==> config.mk <==
export PLATFORM = sky130hd
export DESIGN_NAME = resize_top
export DESIGN_NICKNAME = d
export VERILOG_FILES = /design/src/hdl/resize_pkg.sv /design/src/hdl/src_position_counter.sv /design/src/hdl/resize_coord.sv /design/src/hdl/pixel_select.sv /design/src/hdl/resize_top.sv
export SDC_FILE = /design/constraint.sdc
export NUM_CORES = 1
export LEC_CHECK = 0
export ABC_CLOCK_PERIOD_IN_PS = 14100
export BUFFER_PORTS_ARGS = -buffer_cell sky130_fd_sc_hd__buf_2
export CAP_MARGIN = 0
export CORE_MARGIN = 4
export CORE_UTILIZATION = 45
export CTS_BUF_LIST = sky130_fd_sc_hd__clkbuf_4 sky130_fd_sc_hd__clkbuf_8
export DETAILED_ROUTE_END_ITERATION = 8
export PLACE_DENSITY = 0.74
export SYNTH_ARGS = -nofsm -noshare
export SYNTH_HDL_FRONTEND = slang
export SYNTH_HIERARCHICAL = 1
export SYNTH_SLANG_ARGS = --single-unit
export TNS_END_PERCENT = 10
==> constraint.sdc <==
create_clock -name clk_os -period 14.1 [get_ports clk_os]
set_input_delay 3.525 -clock clk_os [delete_from_list [all_inputs] [get_ports clk_os]]
set_output_delay 3.525 -clock clk_os [all_outputs]
set_load 0.01 [all_outputs]
==> src/hdl/resize_pkg.sv <==
package resize_pkg;

  // Width of one camera pixel sample.
  localparam int PIX_W = 12;

  // Coordinate width covers frames up to 4096 columns or rows.
  localparam int COORD_W = 12;

  // Number of fractional bits in the fixed-point scaling ratio.
  localparam int RATIO_FRAC = 16;

  // Pixel as it arrives from the camera interface.
  typedef struct packed {
    logic [PIX_W-1:0] data;  // Raw pixel value.
  } pix_in_t;

  // Source pixel tagged with its place in the frame.
  typedef struct packed {
    logic               valid;  // Strobe for an accepted pixel.
    logic [COORD_W-1:0] x;      // Source column.
    logic [COORD_W-1:0] y;      // Source row.
    logic               eol;    // Set on the last column of a line.
    logic               eof;    // Set on the last pixel of the frame.
    logic [PIX_W-1:0]   data;   // Pixel value carried along.
  } src_pos_t;

  // Downscaled pixel with its destination coordinates.
  typedef struct packed {
    logic [PIX_W-1:0]   data;       // Pixel value of the kept source pixel.
    logic [COORD_W-1:0] x;          // Destination column.
    logic [COORD_W-1:0] y;          // Destination row.
    logic               line_end;   // Last pixel of a destination line.
    logic               frame_end;  // Last pixel of the destination frame.
  } pix_out_t;

  // The counter waits for a frame start before it accepts pixels.
  typedef enum logic {
    WAIT_SOF = 1'b0,
    ACTIVE   = 1'b1
  } frame_state_e;

endpackage

==> src/hdl/src_position_counter.sv <==
`timescale 1ns/1ps

module src_position_counter
  import resize_pkg::*;
#(
  parameter int SRC_W = 10,
  parameter int SRC_H = 8
)
(
  input  logic     clk_os,
  input  logic     i_rst_n,
  input  logic     i_pix_valid,    // One strobe per source pixel.
  input  pix_in_t  i_pix,
  input  logic     i_frame_start,  // Comes with the first pixel of a frame.
  output src_pos_t o_pos
);

  localparam logic [COORD_W-1:0] LAST_COL = COORD_W'(SRC_W - 1);
  localparam logic [COORD_W-1:0] LAST_ROW = COORD_W'(SRC_H - 1);

  frame_state_e       state_q;
  logic [COORD_W-1:0] col_q;  // Column that the next pixel will take.
  logic [COORD_W-1:0] row_q;  // Row that the next pixel will take.

  // A frame start forces the current pixel to (0,0) whatever the counts say.
  always_comb
  begin
    o_pos.valid = i_pix_valid && (i_frame_start || (state_q == ACTIVE));
    o_pos.x     = i_frame_start ? '0 : col_q;
    o_pos.y     = i_frame_start ? '0 : row_q;
    o_pos.eol   = (o_pos.x == LAST_COL);
    o_pos.eof   = o_pos.eol && (o_pos.y == LAST_ROW);
    o_pos.data  = i_pix.data;  // Data rides along untouched.
  end

  always_ff @(posedge clk_os)
  begin
    if (!i_rst_n)
    begin
      state_q <= WAIT_SOF;
      col_q   <= '0;
      row_q   <= '0;
    end
    else if (o_pos.valid)  // Pixels outside a frame never get here.
    begin
      if (o_pos.eof)
      begin
        // Frame is complete, so park until the next frame start.
        state_q <= WAIT_SOF;
        col_q   <= '0;
        row_q   <= '0;
      end
      else
      begin
        state_q <= ACTIVE;
        if (o_pos.eol)
        begin
          col_q <= '0;             // Wrap to the start of the next line.
          row_q <= o_pos.y + 1'b1;
        end
        else
        begin
          col_q <= o_pos.x + 1'b1;
          row_q <= o_pos.y;
        end
      end
    end
  end

  // Column never runs past the end of the line.
  a_col_range : assert property (@(posedge clk_os) disable iff (!i_rst_n)
    col_q < COORD_W'(SRC_W));

endmodule

==> src/hdl/resize_coord.sv <==
`timescale 1ns/1ps

module resize_coord
  import resize_pkg::*;
#(
  parameter int SRC_W = 10,
  parameter int SRC_H = 8,
  parameter int DST_W = 4,
  parameter int DST_H = 3
)
(
  input  logic               clk_os,
  input  logic               i_rst_n,
  input  src_pos_t           i_pos,
  input  logic               i_frame_start,
  output logic               o_reach,   // Current pixel is a kept one.
  output logic [COORD_W-1:0] o_dst_x,   // Destination column of the pixel.
  output logic [COORD_W-1:0] o_dst_y    // Destination row of the pixel.
);

  // Ratios are rounded up by one LSB so the last step lands past the frame.
  localparam int unsigned X_RATIO = ((SRC_W << RATIO_FRAC) / DST_W) + 1;
  localparam int unsigned Y_RATIO = ((SRC_H << RATIO_FRAC) / DST_H) + 1;

  localparam logic [COORD_W-1:0] LAST_KX  = COORD_W'(DST_W - 1);
  localparam logic [COORD_W-1:0] LAST_KY  = COORD_W'(DST_H - 1);
  localparam logic [COORD_W-1:0] LAST_COL = COORD_W'(SRC_W - 1);

  logic [COORD_W-1:0] kx_q;       // Index of the next kept column.
  logic [COORD_W-1:0] ky_q;       // Index of the next kept row.
  logic [COORD_W-1:0] tgt_x_q;    // Source column of the next kept column.
  logic [COORD_W-1:0] tgt_y_q;    // Source row of the next kept row.
  logic [COORD_W-1:0] kx_cur;
  logic [COORD_W-1:0] ky_cur;
  logic [COORD_W-1:0] tgt_x_cur;
  logic [COORD_W-1:0] tgt_y_cur;
  logic [COORD_W-1:0] kx_inc;
  logic [COORD_W-1:0] ky_inc;
  logic [47:0]        x_prod;     // Wide enough for any index times ratio.
  logic [47:0]        y_prod;
  logic               x_hit;
  logic               y_hit;

  always_comb
  begin
    // A frame start sees the tracker as freshly cleared.
    kx_cur    = i_frame_start ? '0 : kx_q;
    ky_cur    = i_frame_start ? '0 : ky_q;
    tgt_x_cur = i_frame_start ? '0 : tgt_x_q;
    tgt_y_cur = i_frame_start ? '0 : tgt_y_q;
    x_hit     = i_pos.valid && (i_pos.x == tgt_x_cur);
    y_hit     = i_pos.valid && (i_pos.y == tgt_y_cur);
    kx_inc    = kx_cur + 1'b1;
    ky_inc    = ky_cur + 1'b1;
    // Next target is floor((k+1) * ratio) in whole source pixels.
    x_prod    = 48'(kx_inc) * 48'(X_RATIO);
    y_prod    = 48'(ky_inc) * 48'(Y_RATIO);
  end

  assign o_reach = x_hit && y_hit;
  assign o_dst_x = kx_cur;
  assign o_dst_y = ky_cur;

  always_ff @(posedge clk_os)
  begin
    if (!i_rst_n || (i_pos.valid && i_pos.eof))
    begin
      kx_q    <= '0;
      ky_q    <= '0;
      tgt_x_q <= '0;
      tgt_y_q <= '0;
    end
    else if (i_pos.valid)
    begin
      if (i_pos.eol)
      begin
        kx_q    <= '0;  // Every line starts again at column 0.
        tgt_x_q <= '0;
        // Only a kept row moves the row target on.
        if (y_hit && (ky_cur != LAST_KY))
        begin
          ky_q    <= ky_inc;
          tgt_y_q <= y_prod[RATIO_FRAC +: COORD_W];
        end
        else
        begin
          ky_q    <= ky_cur;
          tgt_y_q <= tgt_y_cur;
        end
      end
      else
      begin
        ky_q    <= ky_cur;
        tgt_y_q <= tgt_y_cur;
        // The last kept column holds its target until the line wraps.
        if (x_hit && (kx_cur != LAST_KX))
        begin
          kx_q    <= kx_inc;
          tgt_x_q <= x_prod[RATIO_FRAC +: COORD_W];
        end
        else
        begin
          kx_q    <= kx_cur;
          tgt_x_q <= tgt_x_cur;
        end
      end
    end
  end

  a_no_upscale : assert property (@(posedge clk_os)
    (DST_W <= SRC_W) && (DST_H <= SRC_H));  // Shrinking keeps targets reachable.

  a_tgt_x_range : assert property (@(posedge clk_os) disable iff (!i_rst_n)
    tgt_x_q <= LAST_COL);

endmodule

==> src/hdl/pixel_select.sv <==
`timescale 1ns/1ps

module pixel_select
  import resize_pkg::*;
#(
  parameter int DST_W = 4,
  parameter int DST_H = 3
)
(
  input  logic               clk_os,
  input  logic               i_rst_n,
  input  src_pos_t           i_pos,
  input  logic               i_reach,    // Pixel sits on a kept column and row.
  input  logic [COORD_W-1:0] i_dst_x,
  input  logic [COORD_W-1:0] i_dst_y,
  output logic               o_out_valid,
  output pix_out_t           o_out
);

  localparam logic [COORD_W-1:0] LAST_KX = COORD_W'(DST_W - 1);
  localparam logic [COORD_W-1:0] LAST_KY = COORD_W'(DST_H - 1);

  logic     capture;     // Current pixel goes to the output.
  logic     line_end;
  logic     frame_end;
  logic     valid_q;
  pix_out_t out_q;

  always_comb
  begin
    capture   = i_pos.valid && i_reach;
    // End marks come from the destination indices, not the source position.
    line_end  = (i_dst_x == LAST_KX);
    frame_end = line_end && (i_dst_y == LAST_KY);
  end

  // Output strobe, one cycle per captured pixel.
  always_ff @(posedge clk_os)
  begin
    if (!i_rst_n)
    begin
      valid_q <= 1'b0;
    end
    else
    begin
      valid_q <= capture;  // High for exactly one cycle per kept pixel.
    end
  end

  // Output payload only moves when a kept pixel is captured.
  always_ff @(posedge clk_os)
  begin
    if (capture)
    begin
      out_q.data      <= i_pos.data;
      out_q.x         <= i_dst_x;
      out_q.y         <= i_dst_y;
      out_q.line_end  <= line_end;
      out_q.frame_end <= frame_end;
    end
  end

  assign o_out_valid = valid_q;
  assign o_out       = out_q;

  // A reached pixel always lands inside the destination frame, so the end marks can fire.
  a_dst_range : assert property (@(posedge clk_os) disable iff (!i_rst_n)
    i_reach |-> ((i_dst_x <= LAST_KX) && (i_dst_y <= LAST_KY)));

endmodule

==> src/hdl/resize_top.sv <==
`timescale 1ns/1ps

module resize_top
  import resize_pkg::*;
#(
  parameter int SRC_W = 10,  // Source frame width in pixels.
  parameter int SRC_H = 8,   // Source frame height in lines.
  parameter int DST_W = 4,   // Destination width, no larger than SRC_W.
  parameter int DST_H = 3    // Destination height, no larger than SRC_H.
)
(
  input  logic     clk_os,
  input  logic     i_rst_n,
  input  logic     i_pix_valid,
  input  pix_in_t  i_pix,
  input  logic     i_frame_start,
  output logic     o_out_valid,
  output pix_out_t o_out
);

  src_pos_t           pos;     // Source pixel with its frame position.
  logic               reach;   // Pixel is on a kept column and row.
  logic [COORD_W-1:0] dst_x;
  logic [COORD_W-1:0] dst_y;

  // Source column and row of each pixel.
  src_position_counter #(.SRC_W(SRC_W), .SRC_H(SRC_H)) u_counter (
    .clk_os        (clk_os),
    .i_rst_n       (i_rst_n),
    .i_pix_valid   (i_pix_valid),
    .i_pix         (i_pix),
    .i_frame_start (i_frame_start),
    .o_pos         (pos)
  );

  // Decides which source pixels survive the downscale.
  resize_coord #(.SRC_W(SRC_W), .SRC_H(SRC_H), .DST_W(DST_W), .DST_H(DST_H)) u_coord (
    .clk_os        (clk_os),
    .i_rst_n       (i_rst_n),
    .i_pos         (pos),
    .i_frame_start (i_frame_start),
    .o_reach       (reach),
    .o_dst_x       (dst_x),
    .o_dst_y       (dst_y)
  );

  pixel_select #(.DST_W(DST_W), .DST_H(DST_H)) u_select (
    .clk_os      (clk_os),
    .i_rst_n     (i_rst_n),
    .i_pos       (pos),
    .i_reach     (reach),
    .i_dst_x     (dst_x),
    .i_dst_y     (dst_y),
    .o_out_valid (o_out_valid),  // One cycle after the kept input strobe.
    .o_out       (o_out)
  );

endmodule

==> impl_results.md, run 1 <==
* DRC Markers at 0
* Core Util, Final at about half
* Share of cells above drive strength 1 at 9.90%
* Synth async-reset ratio at 0%
* Fin crit period at between 10000 and 15000 ps
* Die W at 151 µm
* Fill count at about 1900
* Antenna cell count at 0
* Post_cts resized at 0
* Routed WL at between 15000 and 20000 µm
* Gpl congestion at slightly below 0.9
* Share of the synthesized area in the top cell type at roughly 16%
* Post-synthesis sequential area ratio at between 20 and 30%
* Slowest stage delay, CP at between 500 and 600 ps
* Synth Warn # at 6
* Syn_nets at about 1200
* Final setup vio count at 0
* # clock sinks at 112
* Max Freq at around 98 MHz
* Cell with the most instances after synthesis: inv_1
* Layout area overhead at 6.10%
* Maximum VDD drop at ~0.042 mV
* Area of the multi-input gates at slightly below 6000 µm²
* DP Wirelength at about 15000 µm
* Die Height at between 150 and 200 µm
* Critical path's most frequent cell: inv_1
* Slew HR at 43.4%
* Largest net degree at the start of global routing at 80
* Overall Global Routing Usage at between 10% and 20%
* Slowest CP cell: fa_1
* Number of synthesized register bits at 112
* Worst slew pin tran at between 800 and 900 ps
* Post-Syn Area at a little over 9000 µm²
* Synth Area per Inst at slightly above 9 µm²
* Max-cap violations at 0
* FF/Latch Area at between 2000 and 3000 µm²
* Data required time of the critical path at 14410 ps
* DR vias at ~7100
* Pins Over Slew Limit at 0
* First-pass GRT wire length at around 32000 µm
* H-tree levels at 3
* PortBufs at 54
* CTS tree: done
* Setup TNS at 0 ps
* Max clock buf depth at 2
* Clk slew on worst S/H paths at between 100 and 150 ps
* Status: completed
* Post-CTS Hold Fix Bufs at 0
* P_leak at ~4.3 nW
* Clock Root Buffer: clkbuf_8
* Insertion delay to the later sink of the worst-skew pair at 390 ps
* Core Rows at 51
* Io pins at 55
* Top post-synthesis cells by count: inv_1, ha_1, dfxtp_1
* Drt pass-1 iters at 4
* Critical path class: in -> reg
* Final instance area at 9740 µm²
* Setup bufs post-CTS at 0
* Die area at about 23000 µm²
* Post-DP Area at approximately 9500 µm²
* PD cells at ~57 nW/µm²
* EDFF count, synth at 38
* Largest area contributor in the netlist: dfxtp_1
* Top cell family by delay on the critical path: adder cells
* Worst Path Max Fanout at 26
* Hold WC Path Type: reg -> reg
* Final hold violation count at 0
* RSZ-0062 raised after global routing: false
* Post-route ant nets at 0
* Via density per instance at roughly 5.5
* Core box area at just under 20000 µm²
* Fin crit share at slightly above 70%
* Synth area leaders: dfxtp_1, ha_1, edfxtp_1
* Ys flop type: dfxtp_1
* Crit start category: input pin
* Initial antenna violation count at 0
* Cells after Synth at 996
* Yosys cell types at 75
* Nets at between 1000 and 1500
* Worst path bufs/invs at 6
* Worst EP arrival at around 10000 ps
* 1st-iter DRT viols at about 410
* Clock Skew at roughly 11 ps
* Wirelength per Cell at approximately 15 µm
* Vias in the first global route at 6844
* Remaining Overflow, GRT at 0
* Total CTS buffers at 9
* CP Capture Type: flop
* Initial Util at a little under half
==> cell usage in the layout, fill, tap and decap left out, types with 41 or more instances in the layout <==
| cell | instances |
|---|---|
| buf_2 | 53 |
| dfxtp_1 | 74 |
| fa_1 | 47 |
| ha_1 | 104 |
| inv_1 | 120 |
| nand2_1 | 73 |
| nor2_1 | 55 |
| nor2b_1 | 42 |
| o21ai_0 | 47 |
| xnor2_1 | 41 |
==> path summary, 6_finish.rpt <==
check | start | end | slack [ps] | cells past startpoint
setup reg to reg | u_coord/ky_q[1] | u_coord/tgt_y_q[6] | 6880 | 25
hold / removal | u_coord/kx_q[1] | u_coord/kx_q[1] | 450 | 2
setup / recovery | i_frame_start | u_coord/tgt_y_q[6] | 3920 | 26
hold reg to reg | u_coord/kx_q[1] | u_coord/kx_q[1] | 450 | 2
==> state kept, by name, summed over array words and instances, names as in the netlist <==
register / count
u_select/o_out: 38
u_coord/kx_q: 12
u_coord/ky_q: 12
u_counter/col_q: 12
u_coord/tgt_x_q: 12
u_counter/state_q: 1
u_coord/tgt_y_q: 12
u_counter/row_q: 12
u_select/o_out_valid: 1
==> where the power goes <==
| part | total [W] | internal (W) | leakage (nW) | switching, W |
|---|---|---|---|---|
| logic | 0.0000311 | 0.00000888 | 3.27 | 0.0000222 |
| clock network | 0.000192 | 0.0000706 | 0.103 | 0.000122 |
| registers | 0.000335 | 0.000334 | 0.908 | 0.000000888 |
| total | 0.000558 | 0.000414 | 4.28 | 0.000145 |
==> stage by stage <==
stage / power (W) / hold slack (ps) / std cells / setup WS [ps]
after floorplan: 0.000367 / 417 / 996 / 4080
after global placement: 0.000373 / 437 / 1279 / 3810
after detailed placement: 0.000373 / 440 / 1279 / 3580
after CTS: 0.000564 / 456 / 1295 / 3950
after global routing: 0.000584 / 492 / 1295 / 3520
final: 0.000558 / 454 / 1295 / 3920
==> routing by layer <==
layer / share of wire [%] / up-vias / routed length (µm) / GRT usage (%)
met5: 0 / - / 0 / 0
met4: 1.5 / 0 / 291 / 4.71
met1: 44 / 3453 / 8570 / 22.1
met3: 3.6 / 27 / 702 / 2.45
met2: 51 / 147 / 9820 / 30.3
li1: - / 3510 / - / -
==> cell type report <==
type,count,share of cell area (%)
clock buffers,9,1.27
repair buffers,58,3.11
multi-input cells,723,59.9
flip-flops and latches,112,26.9
inverters,121,4.71
well taps,265,3.40
clock inverters,7,0.719
==> kinds of logic (layout without fill, tap and decap cells) <==
group / count (synthesis) / in the layout / synth area share (%)
AO/OA/AOI/OAI: 177 / 177 / 12.0
XOR/XNOR: 62 / 62 / 5.91
adder cells (fa/ha/maj): 151 / 151 / 24.4
buffers and inverters: 161 / 195 / 7.93
flip-flops: 112 / 112 / 28.6
multiplexers: 5 / 5 / 0.559
AND/OR/NAND/NOR: 328 / 328 / 20.7
==> tightest hold or removal path, stage by stage, from the launching register on <==
cell	delay, ps
dfxtp_1	330
nand2_1	50
nand2_1	40
Note: power is estimated with default switching activity, not from simulation.
==> inputs of run 2 (changes only) <==
- ABC_CLOCK_PERIOD_IN_PS: 14100 -> 9500
- clock period: 14.1 -> 9.5 ns (I/O delays scaled with it)
==> impl_results.md, run 2 (synthesized netlist as in run 1, its figures left out) <==
* Status: completed
* Final hold violation count at 0
* Clk slew on worst S/H paths at between 100 and 150 ps
* Largest net degree at the start of global routing at 94
* Share of cells above drive strength 1 at under 10%
* Pins Over Slew Limit at 0
* M1 WL at about 8800 µm
* Hold WC Path Type: reg -> reg
* Fin crit period at approximately 8700 ps
* CP Capture Type: flop
* Layout area overhead at 6.19%
* Io pins at 55
* Nets at about 1200
* P_leak at about 4.3 nW
* PortBufs at 54
* Most frequent cells in the layout: inv_1, ha_1, dfxtp_1, nand2_1, nor2_1
* Max-cap violations at 0
* Max clock buf depth at 2
* RR Endpoint: u_coord/tgt_y_q[6]
* Core Rows at 51
* R2R Path Start: u_coord/ky_q[0]
* Max Freq at around 120 MHz
* WL met3 at about 660 µm
* Critical path class: in -> reg
* Most common cell after layout, fill and taps aside: inv_1
* DR top layer: met4
* Crit start category: input pin
* Post_cts resized at 0
* Total CTS buffers at 9
* CP Launch Point: i_frame_start
* CTS tree: done
* Via density per instance at roughly 5.5
* DP Wirelength at ~15000 µm
* H-tree levels at 3
* Insertion delay to the later sink of the worst-skew pair at approximately 400 ps
* Clock Skew at between 10 and 15 ps
* PD cells at 85.2 nW/µm²
* 1st-iter DRT viols at about 410
* Data required time of the critical path at between 9000 and 10000 ps
* DRC Markers at 0
* Post-CTS Hold Fix Bufs at 0
* Initial Util at a little under half
* R2r worst-path depth at 26
* Drt pass-1 iters at 5
* Setup bufs post-CTS at 0
* FF/Latch Area at ~2600 µm²
* Die W at between 150 and 200 µm
* Worst Path Max Fanout at 12
* # clock sinks at roughly 110
* First-pass GRT wire length at 33200 µm
* Max reg flops at 38
* Area of the multi-input gates at between 5000 and 6000 µm²
* Initial antenna violation count at 1
* Setup TNS at 0 ps
* Gpl congestion at 0.866
* DR vias at a little over 7000
* RSZ-0062 raised after global routing: false
* Maximum VDD drop at slightly below 0.06 mV
* Remaining Overflow, GRT at 0
* Worst EP arrival at around 9000 ps
* Clock Root Buffer: clkbuf_8
* Vias in the first global route at about 7000
* Fill count at 1903
* Crit path to: u_coord/tgt_y_q[6]
* Fin cells at 1297
* Post-route ant nets at 0
* Die Height at between 150 and 200 µm
* Placed cell count at 1280
* Overall Global Routing Usage at between 10% and 20%
* Flop2flop setup slack at around 2600 ps
* Routed WL at between 15000 and 20000 µm
* Wirelength per Cell at 15.2 µm
* Die area at around 23000 µm²
* Worst slew pin tran at between 1000 and 1500 ps
* Final setup vio count at 0
* Slew HR at between 20 and 25%
* Met2 Routed Length at between 9000 and 10000 µm
* Core box area at roughly 20000 µm²
* Fin crit share at between 90% and 100%
[run 2: cell types whose count changed in the layout (fill, tap and decap cells not counted)]
cell,previous run,this run
inv_8,5,3
clkbuf_4,0,1
clkinv_2,1,0
inv_6,0,1
buf_4,5,6
clkinv_4,2,3
diode_2,0,1
[run 2: critical path: stages]
cell       delay (ps)
buf_4             170
nor2b_1           170
buf_4             160
ha_1              240
nand3_1           170
nor3b_2           280
and4_1            280
xnor2_1           200
inv_1             110
ha_1              330
inv_1              80
fa_1              490
inv_1             110
fa_1              570
inv_1             100
fa_1              580
inv_1              80
fa_1              420
ha_1              350
a21oi_1           140
o21ai_0            80
a311oi_1          440
nand2_1           160
a21o_1            250
a2111oi_0         420
a31oi_1            80
o21ai_0           150
[run 2: report_power, final]
| group | total, W | internal [W] | leakage, nW | switching [W] |
|---|---|---|---|---|
| registers | 0.000497 | 0.000496 | 0.910 | 0.00000131 |
| logic | 0.0000456 | 0.0000128 | 3.28 | 0.0000328 |
| clock network | 0.000288 | 0.000106 | 0.100 | 0.000182 |
| total | 0.000831 | 0.000615 | 4.29 | 0.000216 |
[run 2: routing by layer]
layer,global-route usage (%),up-vias
met5,0,-
met4,7.16,0
met3,1.89,30
met2,30.9,136
met1,23.2,3437
li1,-,3513
[run 2: how the worst min path moves through the flow]
stage	start	end	depth (start not counted)	slack (ps)
6_report	u_coord/kx_q[1]	u_coord/kx_q[1]	2	460
3_3_place_gp	u_coord/kx_q[1]	u_coord/kx_q[1]	2	440
2_1_floorplan	u_coord/tgt_x_q[10]	u_coord/tgt_x_q[10]	2	420
3_5_place_dp	u_coord/tgt_x_q[10]	u_coord/tgt_x_q[10]	2	440
4_1_cts	u_coord/kx_q[1]	u_coord/kx_q[1]	2	460
5_1_grt	u_coord/tgt_x_q[10]	u_coord/tgt_x_q[10]	2	490
[run 2: layout make-up]
type	count	share of cell area, %
Sequential cell	112	26.9
Inverter	121	4.71
Tap cell	265	3.40
Clock buffer	10	1.35
Clock inverter	6	0.616
Multi-Input combinational cell	723	59.8
Antenna cell	1	0.0257
Timing Repair Buffer	59	3.18
[run 2: per-stage QoR]
step	utilization, %	setup WS, ps	hold slack (ps)	instance area (µm²)	total power, W
after global routing	49.3	279	487	9750	0.000862
after CTS	49.3	822	461	9750	0.000840
final	49.3	832	456	9750	0.000831
after global placement	48.3	676	440	9560	0.000553
after detailed placement	48.3	436	445	9560	0.000553
after floorplan	-	631	417	9180	0.000544
